<file path="src/rtl/dsi_pkg.sv">
package dsi_pkg;

    typedef logic [31:0] data_word_t;   // fifo word, lanes controller word and internal words
    typedef logic [7:0]  data_id_t;     // data identifier of a dsi packet
    typedef logic [15:0] word_count_t;  // payload byte count of a long packet
    typedef logic [7:0]  ecc_t;         // header ecc, top two bits stay zero
    typedef logic [15:0] crc_t;
    typedef logic [2:0]  byte_count_t;  // valid bytes in a word, 0 to 4
    typedef logic [3:0]  strobe_t;

    localparam byte_count_t BYTES_PER_WORD = 3'd4;
    localparam byte_count_t CRC_BYTES      = 3'd2;

    // dsi crc16 runs lsb first, so the polynomial is kept in reflected form
    localparam crc_t CRC_INIT           = 16'hFFFF;
    localparam crc_t CRC_POLY_REFLECTED = 16'h8408;

    typedef enum logic [1:0]
    {
        FR_HEADER,
        FR_PAYLOAD,
        FR_CRC_TAIL
    } framer_state_t;

    typedef enum logic
    {
        WR_IDLE,
        WR_BURST
    } write_state_t;

endpackage

</file>
<file path="src/rtl/crc_calculator.sv">
module crc_calculator
    import dsi_pkg::*;
(
    input  logic        clk,
    input  logic        reset_stop_read_data_hs,
    input  logic        clear,
    input  logic        update,
    input  byte_count_t bytes_number,
    input  data_word_t  data_input,
    output crc_t        crc_output_async,
    output crc_t        crc_output_sync
);

    crc_t crc_reg;
    crc_t crc_next;

    // one byte through the reflected crc, lsb of the byte goes in first
    function automatic crc_t crc_byte(crc_t crc_in, logic [7:0] data);
        crc_t crc;
        crc = crc_in;
        for (int b = 0; b < 8; b++)
        begin
            if (crc[0] ^ data[b])
                crc = (crc >> 1) ^ CRC_POLY_REFLECTED;
            else
                crc = crc >> 1;
        end
        return crc;
    endfunction

    // byte 0 of the word is the oldest byte on the link
    always_comb
    begin
        crc_next = crc_reg;
        for (int i = 0; i < BYTES_PER_WORD; i++)
        begin
            if (byte_count_t'(i) < bytes_number)
                crc_next = crc_byte(crc_next, data_input[8*i +: 8]);
        end
    end

    always_ff @(posedge clk)
    begin
        if (reset_stop_read_data_hs || clear)
            crc_reg <= CRC_INIT;
        else if (update)
            crc_reg <= crc_next;
    end

    assign crc_output_async = crc_next;  // already includes the presented word
    assign crc_output_sync  = crc_reg;

endmodule

</file>
<file path="src/rtl/ecc_calc.sv">
module ecc_calc
    import dsi_pkg::*;
(
    input  logic [23:0] header,
    output ecc_t        ecc
);

    // header bits covered by each parity bit of the dsi hamming code
    localparam logic [23:0] P0_MASK = 24'hF12CB7;
    localparam logic [23:0] P1_MASK = 24'hF2555B;
    localparam logic [23:0] P2_MASK = 24'h749A6D;
    localparam logic [23:0] P3_MASK = 24'hB8E38E;
    localparam logic [23:0] P4_MASK = 24'hDF03F0;
    localparam logic [23:0] P5_MASK = 24'hEFFC00;

    logic [5:0] parity;

    assign parity[0] = ^(header & P0_MASK);
    assign parity[1] = ^(header & P1_MASK);
    assign parity[2] = ^(header & P2_MASK);
    assign parity[3] = ^(header & P3_MASK);
    assign parity[4] = ^(header & P4_MASK);
    assign parity[5] = ^(header & P5_MASK);

    assign ecc = {2'b00, parity};   // bits 7:6 are reserved and sent as zero

endmodule

</file>
<file path="src/rtl/lane_write_ctrl.sv">
module lane_write_ctrl
    import dsi_pkg::*;
(
    input  logic        clk,
    input  logic        reset_stop_read_data_hs,
    input  data_word_t  word_data,
    input  byte_count_t word_bytes,
    input  logic        word_last,
    input  logic        word_avail,
    output logic        read_data,
    input  logic        iface_data_rqst,
    input  logic        user_cmd_transmission_mode,
    output data_word_t  iface_write_data,
    output strobe_t     iface_write_strb,
    output logic        iface_write_rqst,
    output logic        iface_last_word,
    output logic        iface_lpm_en
);

    write_state_t state;
    strobe_t      strobe_next;
    logic         fill_pipe;       // header fetch that opens a burst
    logic         last_consumed;

    assign fill_pipe     = (state == WR_IDLE) && word_avail;
    assign last_consumed = (state == WR_BURST) && iface_data_rqst && iface_last_word;

    // in a burst the next word is fetched when the presented one is taken
    assign read_data = fill_pipe
                    || ((state == WR_BURST) && iface_data_rqst && !iface_last_word);

    always_comb
    begin
        case (word_bytes)
            3'd0:    strobe_next = 4'b0000;
            3'd1:    strobe_next = 4'b0001;
            3'd2:    strobe_next = 4'b0011;
            3'd3:    strobe_next = 4'b0111;
            3'd4:    strobe_next = 4'b1111;
            default: strobe_next = 4'b0000;
        endcase
    end

    always_ff @(posedge clk)
    begin
        if (reset_stop_read_data_hs)
            state <= WR_IDLE;
        else if (fill_pipe)
            state <= WR_BURST;
        else if (last_consumed)
            state <= WR_IDLE;
    end

    always_ff @(posedge clk)
    begin
        if (reset_stop_read_data_hs)
            iface_write_rqst <= 1'b0;
        else
            iface_write_rqst <= fill_pipe;  // high only in the cycle after the header fetch
    end

    always_ff @(posedge clk)
    begin
        if (reset_stop_read_data_hs)
        begin
            iface_write_data <= '0;
            iface_write_strb <= '0;
            iface_last_word  <= 1'b0;
        end
        else if (read_data)
        begin
            iface_write_data <= word_data;
            iface_write_strb <= strobe_next;
            iface_last_word  <= word_last;
        end
        else if (last_consumed)
        begin
            iface_write_data <= '0;
            iface_write_strb <= '0;
            iface_last_word  <= 1'b0;
        end
    end

    // lp/hs choice is taken at the header fetch and held until the burst is over
    always_ff @(posedge clk)
    begin
        if (reset_stop_read_data_hs)
            iface_lpm_en <= 1'b0;
        else if (state == WR_IDLE)
            iface_lpm_en <= user_cmd_transmission_mode;
    end

endmodule

</file>
<file path="src/rtl/packet_framer.sv">
module packet_framer
    import dsi_pkg::*;
(
    input  logic        clk,
    input  logic        reset_stop_read_data_hs,
    input  data_word_t  usr_fifo_data,
    input  logic        usr_fifo_empty,
    output logic        usr_fifo_read,
    input  logic        read_data,
    output data_word_t  word_data,
    output byte_count_t word_bytes,
    output logic        word_last,
    output logic        word_avail
);

    framer_state_t state;
    word_count_t   bytes_left;      // payload bytes not yet sent
    data_id_t      data_id;
    word_count_t   word_count;
    ecc_t          header_ecc;
    logic          packet_long;
    logic          last_payload;
    logic          crc_fits;
    logic          fifo_pop;
    byte_count_t   payload_bytes;
    byte_count_t   tail_bytes;
    data_word_t    payload_masked;
    data_word_t    crc_merged;
    data_word_t    tail_word;
    crc_t          crc_async;
    crc_t          crc_sync;
    logic          crc_clear;
    logic          crc_update;

    assign data_id    = usr_fifo_data[7:0];
    assign word_count = usr_fifo_data[23:8];

    // long packets have bit 3 set and a non-zero low field, the rest are short
    assign packet_long = data_id[3] && (|data_id[2:0]);

    ecc_calc ecc_0
    (
        .header (usr_fifo_data[23:0]),
        .ecc    (header_ecc)
    );

    assign last_payload  = (bytes_left <= word_count_t'(BYTES_PER_WORD));
    assign payload_bytes = last_payload ? byte_count_t'(bytes_left) : BYTES_PER_WORD;

    // both crc bytes still fit behind the final payload bytes
    assign crc_fits = (bytes_left <= word_count_t'(BYTES_PER_WORD - CRC_BYTES));

    // bytes past the end of the payload must go out as zero
    always_comb
    begin
        payload_masked = '0;
        for (int i = 0; i < BYTES_PER_WORD; i++)
        begin
            if (byte_count_t'(i) < payload_bytes)
                payload_masked[8*i +: 8] = usr_fifo_data[8*i +: 8];
        end
    end

    // crc bytes that do not fit are shifted out of the word here
    assign crc_merged = last_payload ? (data_word_t'(crc_async) << {payload_bytes, 3'b000})
                                     : '0;

    // bytes_left still holds 3 or 4 here, which tells how much crc is left
    assign tail_bytes = byte_count_t'(bytes_left) - (BYTES_PER_WORD - CRC_BYTES);
    assign tail_word  = data_word_t'(crc_sync) >> {CRC_BYTES - tail_bytes, 3'b000};

    always_comb
    begin
        case (state)
            FR_HEADER:
            begin
                word_data  = {header_ecc, usr_fifo_data[23:0]};  // ecc replaces bits 31:24
                word_bytes = BYTES_PER_WORD;
                word_last  = !packet_long;
                word_avail = !usr_fifo_empty;
                fifo_pop   = 1'b1;
            end
            FR_PAYLOAD:
            begin
                word_data  = payload_masked | crc_merged;
                word_bytes = crc_fits ? (payload_bytes + CRC_BYTES) : BYTES_PER_WORD;
                word_last  = crc_fits;
                word_avail = (bytes_left == '0) || !usr_fifo_empty;  // an empty payload needs no fifo word
                fifo_pop   = (bytes_left != '0);
            end
            FR_CRC_TAIL:
            begin
                word_data  = tail_word;
                word_bytes = tail_bytes;
                word_last  = 1'b1;
                word_avail = 1'b1;
                fifo_pop   = 1'b0;
            end
            default:
            begin
                word_data  = '0;
                word_bytes = '0;
                word_last  = 1'b0;
                word_avail = 1'b0;
                fifo_pop   = 1'b0;
            end
        endcase
    end

    assign usr_fifo_read = read_data && fifo_pop && !usr_fifo_empty;

    assign crc_clear  = read_data && (state == FR_HEADER);
    assign crc_update = read_data && (state == FR_PAYLOAD);

    crc_calculator crc_0
    (
        .clk                     (clk),
        .reset_stop_read_data_hs (reset_stop_read_data_hs),
        .clear                   (crc_clear),
        .update                  (crc_update),
        .bytes_number            (payload_bytes),
        .data_input              (payload_masked),
        .crc_output_async        (crc_async),
        .crc_output_sync         (crc_sync)
    );

    always_ff @(posedge clk)
    begin
        if (reset_stop_read_data_hs)
        begin
            state      <= FR_HEADER;
            bytes_left <= '0;
        end
        else if (read_data)
        begin
            case (state)
                FR_HEADER:
                begin
                    if (packet_long)
                    begin
                        bytes_left <= word_count;
                        state      <= FR_PAYLOAD;
                    end
                end
                FR_PAYLOAD:
                begin
                    if (crc_fits)
                        state <= FR_HEADER;
                    else if (last_payload)
                        state <= FR_CRC_TAIL;  // keep bytes_left to size the tail word
                    else
                        bytes_left <= bytes_left - word_count_t'(BYTES_PER_WORD);
                end
                FR_CRC_TAIL:
                    state <= FR_HEADER;
                default:
                    state <= FR_HEADER;
            endcase
        end
    end

endmodule

</file>
<file path="src/rtl/packets_assembler.sv">
module packets_assembler
    import dsi_pkg::*;
(
    input  logic       clk,
    input  logic       reset_stop_read_data_hs,

    input  data_word_t usr_fifo_data,
    input  logic       usr_fifo_empty,
    output logic       usr_fifo_read,

    input  logic       user_cmd_transmission_mode,  // 1 sends user commands in lp mode

    input  logic       iface_data_rqst,
    output data_word_t iface_write_data,
    output strobe_t    iface_write_strb,
    output logic       iface_write_rqst,
    output logic       iface_last_word,
    output logic       iface_lpm_en
);

    data_word_t  word_data;
    byte_count_t word_bytes;
    logic        word_last;
    logic        word_avail;
    logic        read_data;

    packet_framer framer_0
    (
        .clk                     (clk),
        .reset_stop_read_data_hs (reset_stop_read_data_hs),
        .usr_fifo_data           (usr_fifo_data),
        .usr_fifo_empty          (usr_fifo_empty),
        .usr_fifo_read           (usr_fifo_read),
        .read_data               (read_data),
        .word_data               (word_data),
        .word_bytes              (word_bytes),
        .word_last               (word_last),
        .word_avail              (word_avail)
    );

    // the write side only moves words, packet boundaries come from word_last
    lane_write_ctrl write_ctrl_0
    (
        .clk                        (clk),
        .reset_stop_read_data_hs    (reset_stop_read_data_hs),
        .word_data                  (word_data),
        .word_bytes                 (word_bytes),
        .word_last                  (word_last),
        .word_avail                 (word_avail),
        .read_data                  (read_data),
        .iface_data_rqst            (iface_data_rqst),
        .user_cmd_transmission_mode (user_cmd_transmission_mode),
        .iface_write_data           (iface_write_data),
        .iface_write_strb           (iface_write_strb),
        .iface_write_rqst           (iface_write_rqst),
        .iface_last_word            (iface_last_word),
        .iface_lpm_en               (iface_lpm_en)
    );

endmodule

</file>
<file path="config.mk">
export PLATFORM = sky130hd
export DESIGN_NAME = packets_assembler
export DESIGN_NICKNAME = d
export VERILOG_FILES = /design/src/rtl/dsi_pkg.sv /design/src/rtl/crc_calculator.sv /design/src/rtl/ecc_calc.sv /design/src/rtl/lane_write_ctrl.sv /design/src/rtl/packet_framer.sv /design/src/rtl/packets_assembler.sv
export SDC_FILE = /design/constraint.sdc
export NUM_CORES = 1
export LEC_CHECK = 0
export BUFFER_PORTS_ARGS = -buffer_cell sky130_fd_sc_hd__buf_4
export CORE_MARGIN = 10
export CORE_UTILIZATION = 36
export DETAILED_ROUTE_END_ITERATION = 12
export MAX_ROUTING_LAYER = met4
export PLACE_DENSITY = 0.6
export SETUP_SLACK_MARGIN = 0.3
export SLEW_MARGIN = 10
export SYNTH_ARGS = -nofsm -noshare
export SYNTH_HDL_FRONTEND = slang
export SYNTH_SLANG_ARGS = --single-unit
</file>
<file path="constraint.sdc">
create_clock -name clk -period 17.3 [get_ports clk]
set_clock_uncertainty 0.05 [all_clocks]
set_input_delay 0.865 -clock clk [delete_from_list [all_inputs] [get_ports clk]]
set_output_delay 0.865 -clock clk [all_outputs]
set_load 0.01 [all_outputs]
</file>
==> flow_summary_export.csv, run 1 <==
group,metric,value,unit
cts,htreeDepth,3,
synthesis,synth_edf_count,0,
cts,cts_tree,"built",
route,drc,0,
synthesis,synthesis.nets,974,
grt,grt_pass1_wl,44.3,mm
critical_path,critPathKind,"flip-flop to flip-flop",
sta,fin_crit,7.47,ns
synthesis,synth_ff_type,"dfxtp_1",
route,vias,7246,
grt,track_usage,0.224,
cts,clk_latency,0.34,ns
cts,root_buffer,"clkbuf_16",
synthesis,syn_area,7210,µm²
route,post_drt_wl_per_cell,24.0,µm
route,ant_nets,0,
layout,fill_cells,2011,
floorplanning,die_h,162,µm
sta,setup_tns,0,ns
floorplanning,num_io_pins,77,
job,drv_cap,0,
layout,n_antenna_cell,0,
critical_path,critPathMaxFanout,44,
synthesis,syn-instance-count,928,
floorplanning,rows,51,
sta,hold_viol,0,
layout,fin_cells,1227,
route,postRouteWirelength,29.4,mm
sta,rsz0062_at_grt,"false",
sta,whs,0.407,ns
synthesis,ys_seq_elements,74,
sta,finalSetupViolCount,0,
status,status,"completed",
layout,syn2layout_area_growth,14.7,%
cts,post-cts-setup-buffer-count,0,
layout,post-route-util,0.422,
layout,drive_gt1_frac,0.127,
critical_path,crit_required,17.45,ns
sta,max_freq,134,MHz
sta,slew_viol_final,0,
grt,grt_pass1_vias,6874,
place,placed_cells,1211,
grt,antenna_found_initial,0,
grt,grt_max_degree,50,
synthesis,synth.avg_cell_area,7.77,µm²
layout,fin_nets,1003,
route,drt_iter0_drc,935,
cts,clockBufferDepth,2,
cts,cts-resized-gates,0,
critical_path,cp.arrival,7.62,ns
floorplanning,core,19600,µm²
synthesis,async_flop_share,0,
floorplanning,dieWidth,162,µm
route,drtPass1Iterations,6,
synthesis,seq_area_frac_synth,0.205,
critical_path,start_kind,"flip-flop",
layout,final_common_cell,"xnor2_1",
cts,hold_buffers,0,
floorplanning,dieArea,26100,µm²
place,dp_hpwl,21.7,mm
cts,clk_pin_slew,0.07,ns
sta,slew_headroom,0.227,
place,place.gp.congestion,1.04,
sta,fin_crit_sh,0.432,
synthesis,ys_types,65,
route,vias_per_cell,5.91,
min_path,hold_class,"flip-flop to flip-flop",
floorplanning,initial_core_util,0.368,
cts,cts.sinks,74,
sta,tightest_slew,1.15,ns
layout,final_cell_mix,"116 x xnor2_1, 111 x nand2_1, 96 x nor2_1, 93 x buf_4, 74 x dfxtp_1",
critical_path,worstSetupEndpointType,"flip-flop",
cts,cts_buffers,9,
place,numPortBuffers,76,
synthesis,yosysWarnings,0,
grt,grt.overflow.total,0,
-- per-layer routing --
metal  track usage  part of all wire
met5             -                 0
met1         0.293              0.42
met3        0.0361             0.085
met2         0.342              0.46
met4        0.0860             0.039
-- critical path, stage by stage, from the launching register on --
cell,delay [ns]
dfxtp_1,0.85
inv_1,0.31
a31oi_1,0.25
nor2_1,0.12
nand2_1,0.09
buf_4,0.40
clkinv_1,0.60
ha_1,0.40
buf_4,0.28
nand2b_1,0.22
xnor3_1,0.24
xor2_1,0.22
or3_1,0.36
a32o_1,0.38
xor3_1,0.54
xor3_1,0.50
a21oi_4,0.32
xnor2_1,0.25
xor2_1,0.34
a21oi_1,0.13
o22ai_1,0.32
a211oi_2,0.12
-- synthesized netlist by cell type (4+ instances only) --
library cell | count | area share
a22o_1 | 6 | 0.0073
nor3_1 | 17 | 0.012
mux2_2 | 4 | 0.0062
xnor2_1 | 116 | 0.14
buf_1 | 10 | 0.0052
or3_1 | 5 | 0.0043
a31oi_1 | 8 | 0.0069
o221ai_1 | 11 | 0.013
nand2_1 | 111 | 0.058
inv_1 | 14 | 0.0073
a222oi_1 | 4 | 0.0056
a32oi_1 | 5 | 0.0061
a21oi_1 | 54 | 0.037
nor2b_1 | 7 | 0.0061
nand3_1 | 28 | 0.019
a21o_1 | 4 | 0.0042
nor2_1 | 96 | 0.050
mux2i_1 | 19 | 0.026
o211ai_1 | 8 | 0.0083
ha_1 | 9 | 0.016
dfxtp_1 | 74 | 0.21
xor2_1 | 47 | 0.057
nand2b_1 | 9 | 0.0078
xnor3_1 | 22 | 0.069
a211oi_1 | 13 | 0.014
o21a_1 | 4 | 0.0042
o31ai_1 | 6 | 0.0062
o21ai_0 | 56 | 0.039
a22oi_1 | 27 | 0.028
o22ai_1 | 8 | 0.0069
xor3_1 | 6 | 0.020
nor4_1 | 8 | 0.0069
clkbuf_1 | 62 | 0.032
a221oi_1 | 7 | 0.0085
-- worst paths after layout --
| check | from | end | slack [ns] | cells past startpoint |
|---|---|---|---|---|
| setup / recovery | framer_0.bytes_left[0] | write_ctrl_0.iface_write_data[23] | 9.83 | 21 |
| hold / removal | write_ctrl_0.iface_write_data[7] | write_ctrl_0.iface_write_data[7] | 0.41 | 2 |
| setup reg to reg | framer_0.bytes_left[0] | write_ctrl_0.iface_write_data[23] | 9.83 | 21 |
| hold reg to reg | write_ctrl_0.iface_write_data[7] | write_ctrl_0.iface_write_data[7] | 0.41 | 2 |
-- final cells by class --
| cell class | count | area [µm²] | area share |
|---|---|---|---|
| clock buffer | 10 | 229 | 0.0277 |
| clock inverter | 6 | 88.8 | 0.0107 |
| inverter | 15 | 56.3 | 0.00681 |
| multi-input combinational | 764 | 5380 | 0.651 |
| sequential | 74 | 1480 | 0.179 |
| tap | 265 | 332 | 0.0401 |
| timing repair buffer | 93 | 698 | 0.0844 |
-- cell families after synthesis --
logic type,count (synthesis),synth area share
AND/OR/NAND/NOR,290,0.174
multiplexers,23,0.0326
XOR/XNOR,191,0.287
buffers and inverters,90,0.0491
flip-flops,74,0.205
adder cells (fa/ha/maj),9,0.0156
AO/OA/AOI/OAI,251,0.237
-- per-stage QoR --
stage / setup WS (ns) / cell area [µm²]
2_1_floorplan: 11.27 / 7210
3_3_place_gp: 10.22 / 7950
3_5_place_dp: 10.12 / 7950
4_1_cts: 10.07 / 8270
5_1_grt: 9.52 / 8270
6_report: 9.83 / 8270
-- flip-flops by register name (all words and copies together), names as in the netlist --
register	cells
write_ctrl_0.iface_write_data	32
framer_0.bytes_left	16
framer_0.crc_0.crc_output_sync	16
write_ctrl_0.iface_write_strb	4
framer_0.state	2
write_ctrl_0.iface_last_word	1
write_ctrl_0.iface_lpm_en	1
write_ctrl_0.iface_write_rqst	1
write_ctrl_0.state	1
Power of run 1 is not shown: default switching activity piles up to over one toggle a cycle in this logic, so the estimate is an artifact.
==> run 2, diff against run 1 <==
--- a/config.mk
+++ b/config.mk
@@ -10,7 +10,7 @@
 export CORE_UTILIZATION = 36
 export DETAILED_ROUTE_END_ITERATION = 12
 export MAX_ROUTING_LAYER = met4
-export PLACE_DENSITY = 0.6
+export PLACE_DENSITY = 0.62
 export SETUP_SLACK_MARGIN = 0.3
 export SLEW_MARGIN = 10
 export SYNTH_ARGS = -nofsm -noshare
==> constraint.sdc (replaced) <==
create_clock -name clk -period 6.2 [get_ports clk]
set_clock_uncertainty 0.05 [all_clocks]
set_input_delay 0.31 -clock clk [delete_from_list [all_inputs] [get_ports clk]]
set_output_delay 0.31 -clock clk [all_outputs]
set_load 0.01 [all_outputs]
==> run 2 against run 1 <==
Compared with the run above: clock-buffer cell count shrank 1; final cell count up 1.1%; hold slack got worse by 0.25 ns; die area unchanged; cell area rose by 1.6%; register-to-register slack lost 9.2 ns; global-route usage hardly changed; fmax grew 33%; via count increased by 2.2%; flip-flop and latch count unchanged; critical endpoint is now write_ctrl_0.iface_write_data[9]; highest routed layer unchanged.
==> flow_summary_export.csv, run 2 (synthesis gave the netlist of run 1 again) <==
group,metric,value,unit
sta,fin_crit,5.61,ns
critical_path,reg2regPathDepth,21,
grt,antenna_found_initial,0,
floorplanning,initial_core_util,0.368,
layout,top_register,"write_ctrl_0.iface_write_data",
cts,clk_latency,0.35,ns
layout,final_cell_mix,"114 x xnor2_1, 111 x nand2_1, 107 x buf_4, 94 x nor2_1, 74 x dfxtp_1",
route,vias,7402,
critical_path,start_kind,"flip-flop",
layout,n_antenna_cell,0,
grt,grt.overflow.total,0,
sta,setup_tns,0,ns
route,drt_iter0_drc,864,
layout,final_common_cell,"xnor2_1",
floorplanning,num_io_pins,77,
sta,whs,0.157,ns
grt,grt_max_degree,50,
critical_path,r2r_slack,0.59,ns
cts,clockBufferDepth,2,
place,place.gp.congestion,1.05,
critical_path,cp.arrival,5.83,ns
sta,tightest_slew,1.17,ns
sta,slew_headroom,0.215,
place,numPortBuffers,76,
floorplanning,dieWidth,162,µm
floorplanning,die_h,162,µm
cts,root_buffer,"clkbuf_16",
status,status,"completed",
cts,hold_buffers,0,
route,vias_per_cell,5.96,
cts,cts_buffers,9,
grt,grt_pass1_vias,7023,
route,drtPass1Iterations,6,
sta,fin_crit_sh,0.905,
route,postRouteWirelength,29.8,mm
cts,cts.sinks,74,
floorplanning,dieArea,26100,µm²
floorplanning,rows,51,
cts,clk_pin_slew,0.06,ns
sta,slew_viol_final,0,
grt,grt_pass1_wl,44.2,mm
min_path,hold_path.startpoint,"user_cmd_transmission_mode",
route,ant_nets,0,
layout,drive_gt1_frac,0.150,
min_path,holdPathEnd,"write_ctrl_0.iface_lpm_en",
critical_path,worstSetupEndpointType,"flip-flop",
critical_path,crit_required,6.42,ns
job,drv_cap,0,
critical_path,worst_r2r_endpoint,"write_ctrl_0.iface_write_data[9]",
cts,htreeDepth,3,
floorplanning,core,19600,µm²
sta,hold_viol,0,
critical_path,critPathMaxFanout,11,
route,drc,0,
cts,cts_tree,"built",
sta,finalSetupViolCount,0,
min_path,min_path_cells,3,
critical_path,critPathKind,"flip-flop to flip-flop",
layout,largest_reg_flops,32,
layout,fin_nets,1017,
layout,syn2layout_area_growth,16.5,%
grt,track_usage,0.224,
min_path,hold_class,"input port to flip-flop",
sta,rsz0062_at_grt,"false",
critical_path,reg2reg_from,"framer_0.bytes_left[9]",
route,post_drt_wl_per_cell,24.0,µm
sta,max_freq,178,MHz
place,dp_hpwl,22.1,mm
## run 2: stage by stage
step | cells | instance area [µm²] | worst slack [ns] | utilization
global route | 1241 | 8400 | 0.294 | 0.429
finish | 1241 | 8400 | 0.587 | 0.429
detailed placement | 1224 | 8050 | 0.152 | 0.411
CTS | 1240 | 8350 | 0.378 | 0.426
floorplan | 928 | 7210 | 0.374 | -
global placement | 1224 | 8050 | 0.227 | 0.411
## run 2: how the worst max path moves through the flow
stage                                 from                                 to  slack [ns]  depth (start not counted)
floorplan           framer_0.bytes_left[9]  write_ctrl_0.iface_write_data[23]        0.37                         24
global placement    framer_0.bytes_left[9]  write_ctrl_0.iface_write_data[22]        0.23                         21
detailed placement  framer_0.bytes_left[9]  write_ctrl_0.iface_write_data[22]        0.15                         21
CTS                 framer_0.bytes_left[9]   write_ctrl_0.iface_write_data[9]        0.38                         21
global route        framer_0.bytes_left[9]  write_ctrl_0.iface_write_data[23]        0.29                         20
finish              framer_0.bytes_left[9]   write_ctrl_0.iface_write_data[9]        0.59                         21
## run 2: area by class of cell
cell class / count / area [µm²]
Tap cell: 265 / 332
Sequential cell: 74 / 1480
Timing Repair Buffer: 107 / 803
Clock inverter: 7 / 76.3
Multi-Input combinational cell: 764 / 5430
Clock buffer: 9 / 225
Fill cell: 2024 / 11200
Inverter: 15 / 56.3
## run 2: routing by layer
layer  global-route usage  vias to the layer above  wire length, µm  part of all wire
met4               0.0724                        0             1010             0.034
met3               0.0435                       76             3060              0.10
met1                0.293                     3528            12400              0.42
met5                    -                        -                0                 0
met2                0.341                      410            13300              0.45
li1                     -                     3388                -                 -
## run 2: worst max-delay path: stages (launching register included)
cell       delay (ns)
dfxtp_1          0.38
or4_4            0.65
nor2_1           0.16
nand2_1          0.17
nor2_4           0.22
nand2_1          0.10
ha_1             0.24
buf_4            0.17
o41a_1           0.17
buf_4            0.23
nor2_1           0.40
xnor3_1          0.39
o21ai_0          0.23
xor2_1           0.29
xnor2_1          0.16
a21oi_1          0.09
buf_4            0.21
xnor2_1          0.32
nand3_1          0.12
a2111oi_0        0.49
o21ai_0          0.15
a21oi_1          0.15
## run 2: what timing repair did
| action | in CTS | in global routing |
|---|---|---|
| setup buffers | 0 | 1 |
| endpoints found under the setup margin | 1 | 21 |
| gates resized for setup | 1 | 10 |
| pin swaps | 0 | 2 |
Power of run 2 is left out for the same reason.
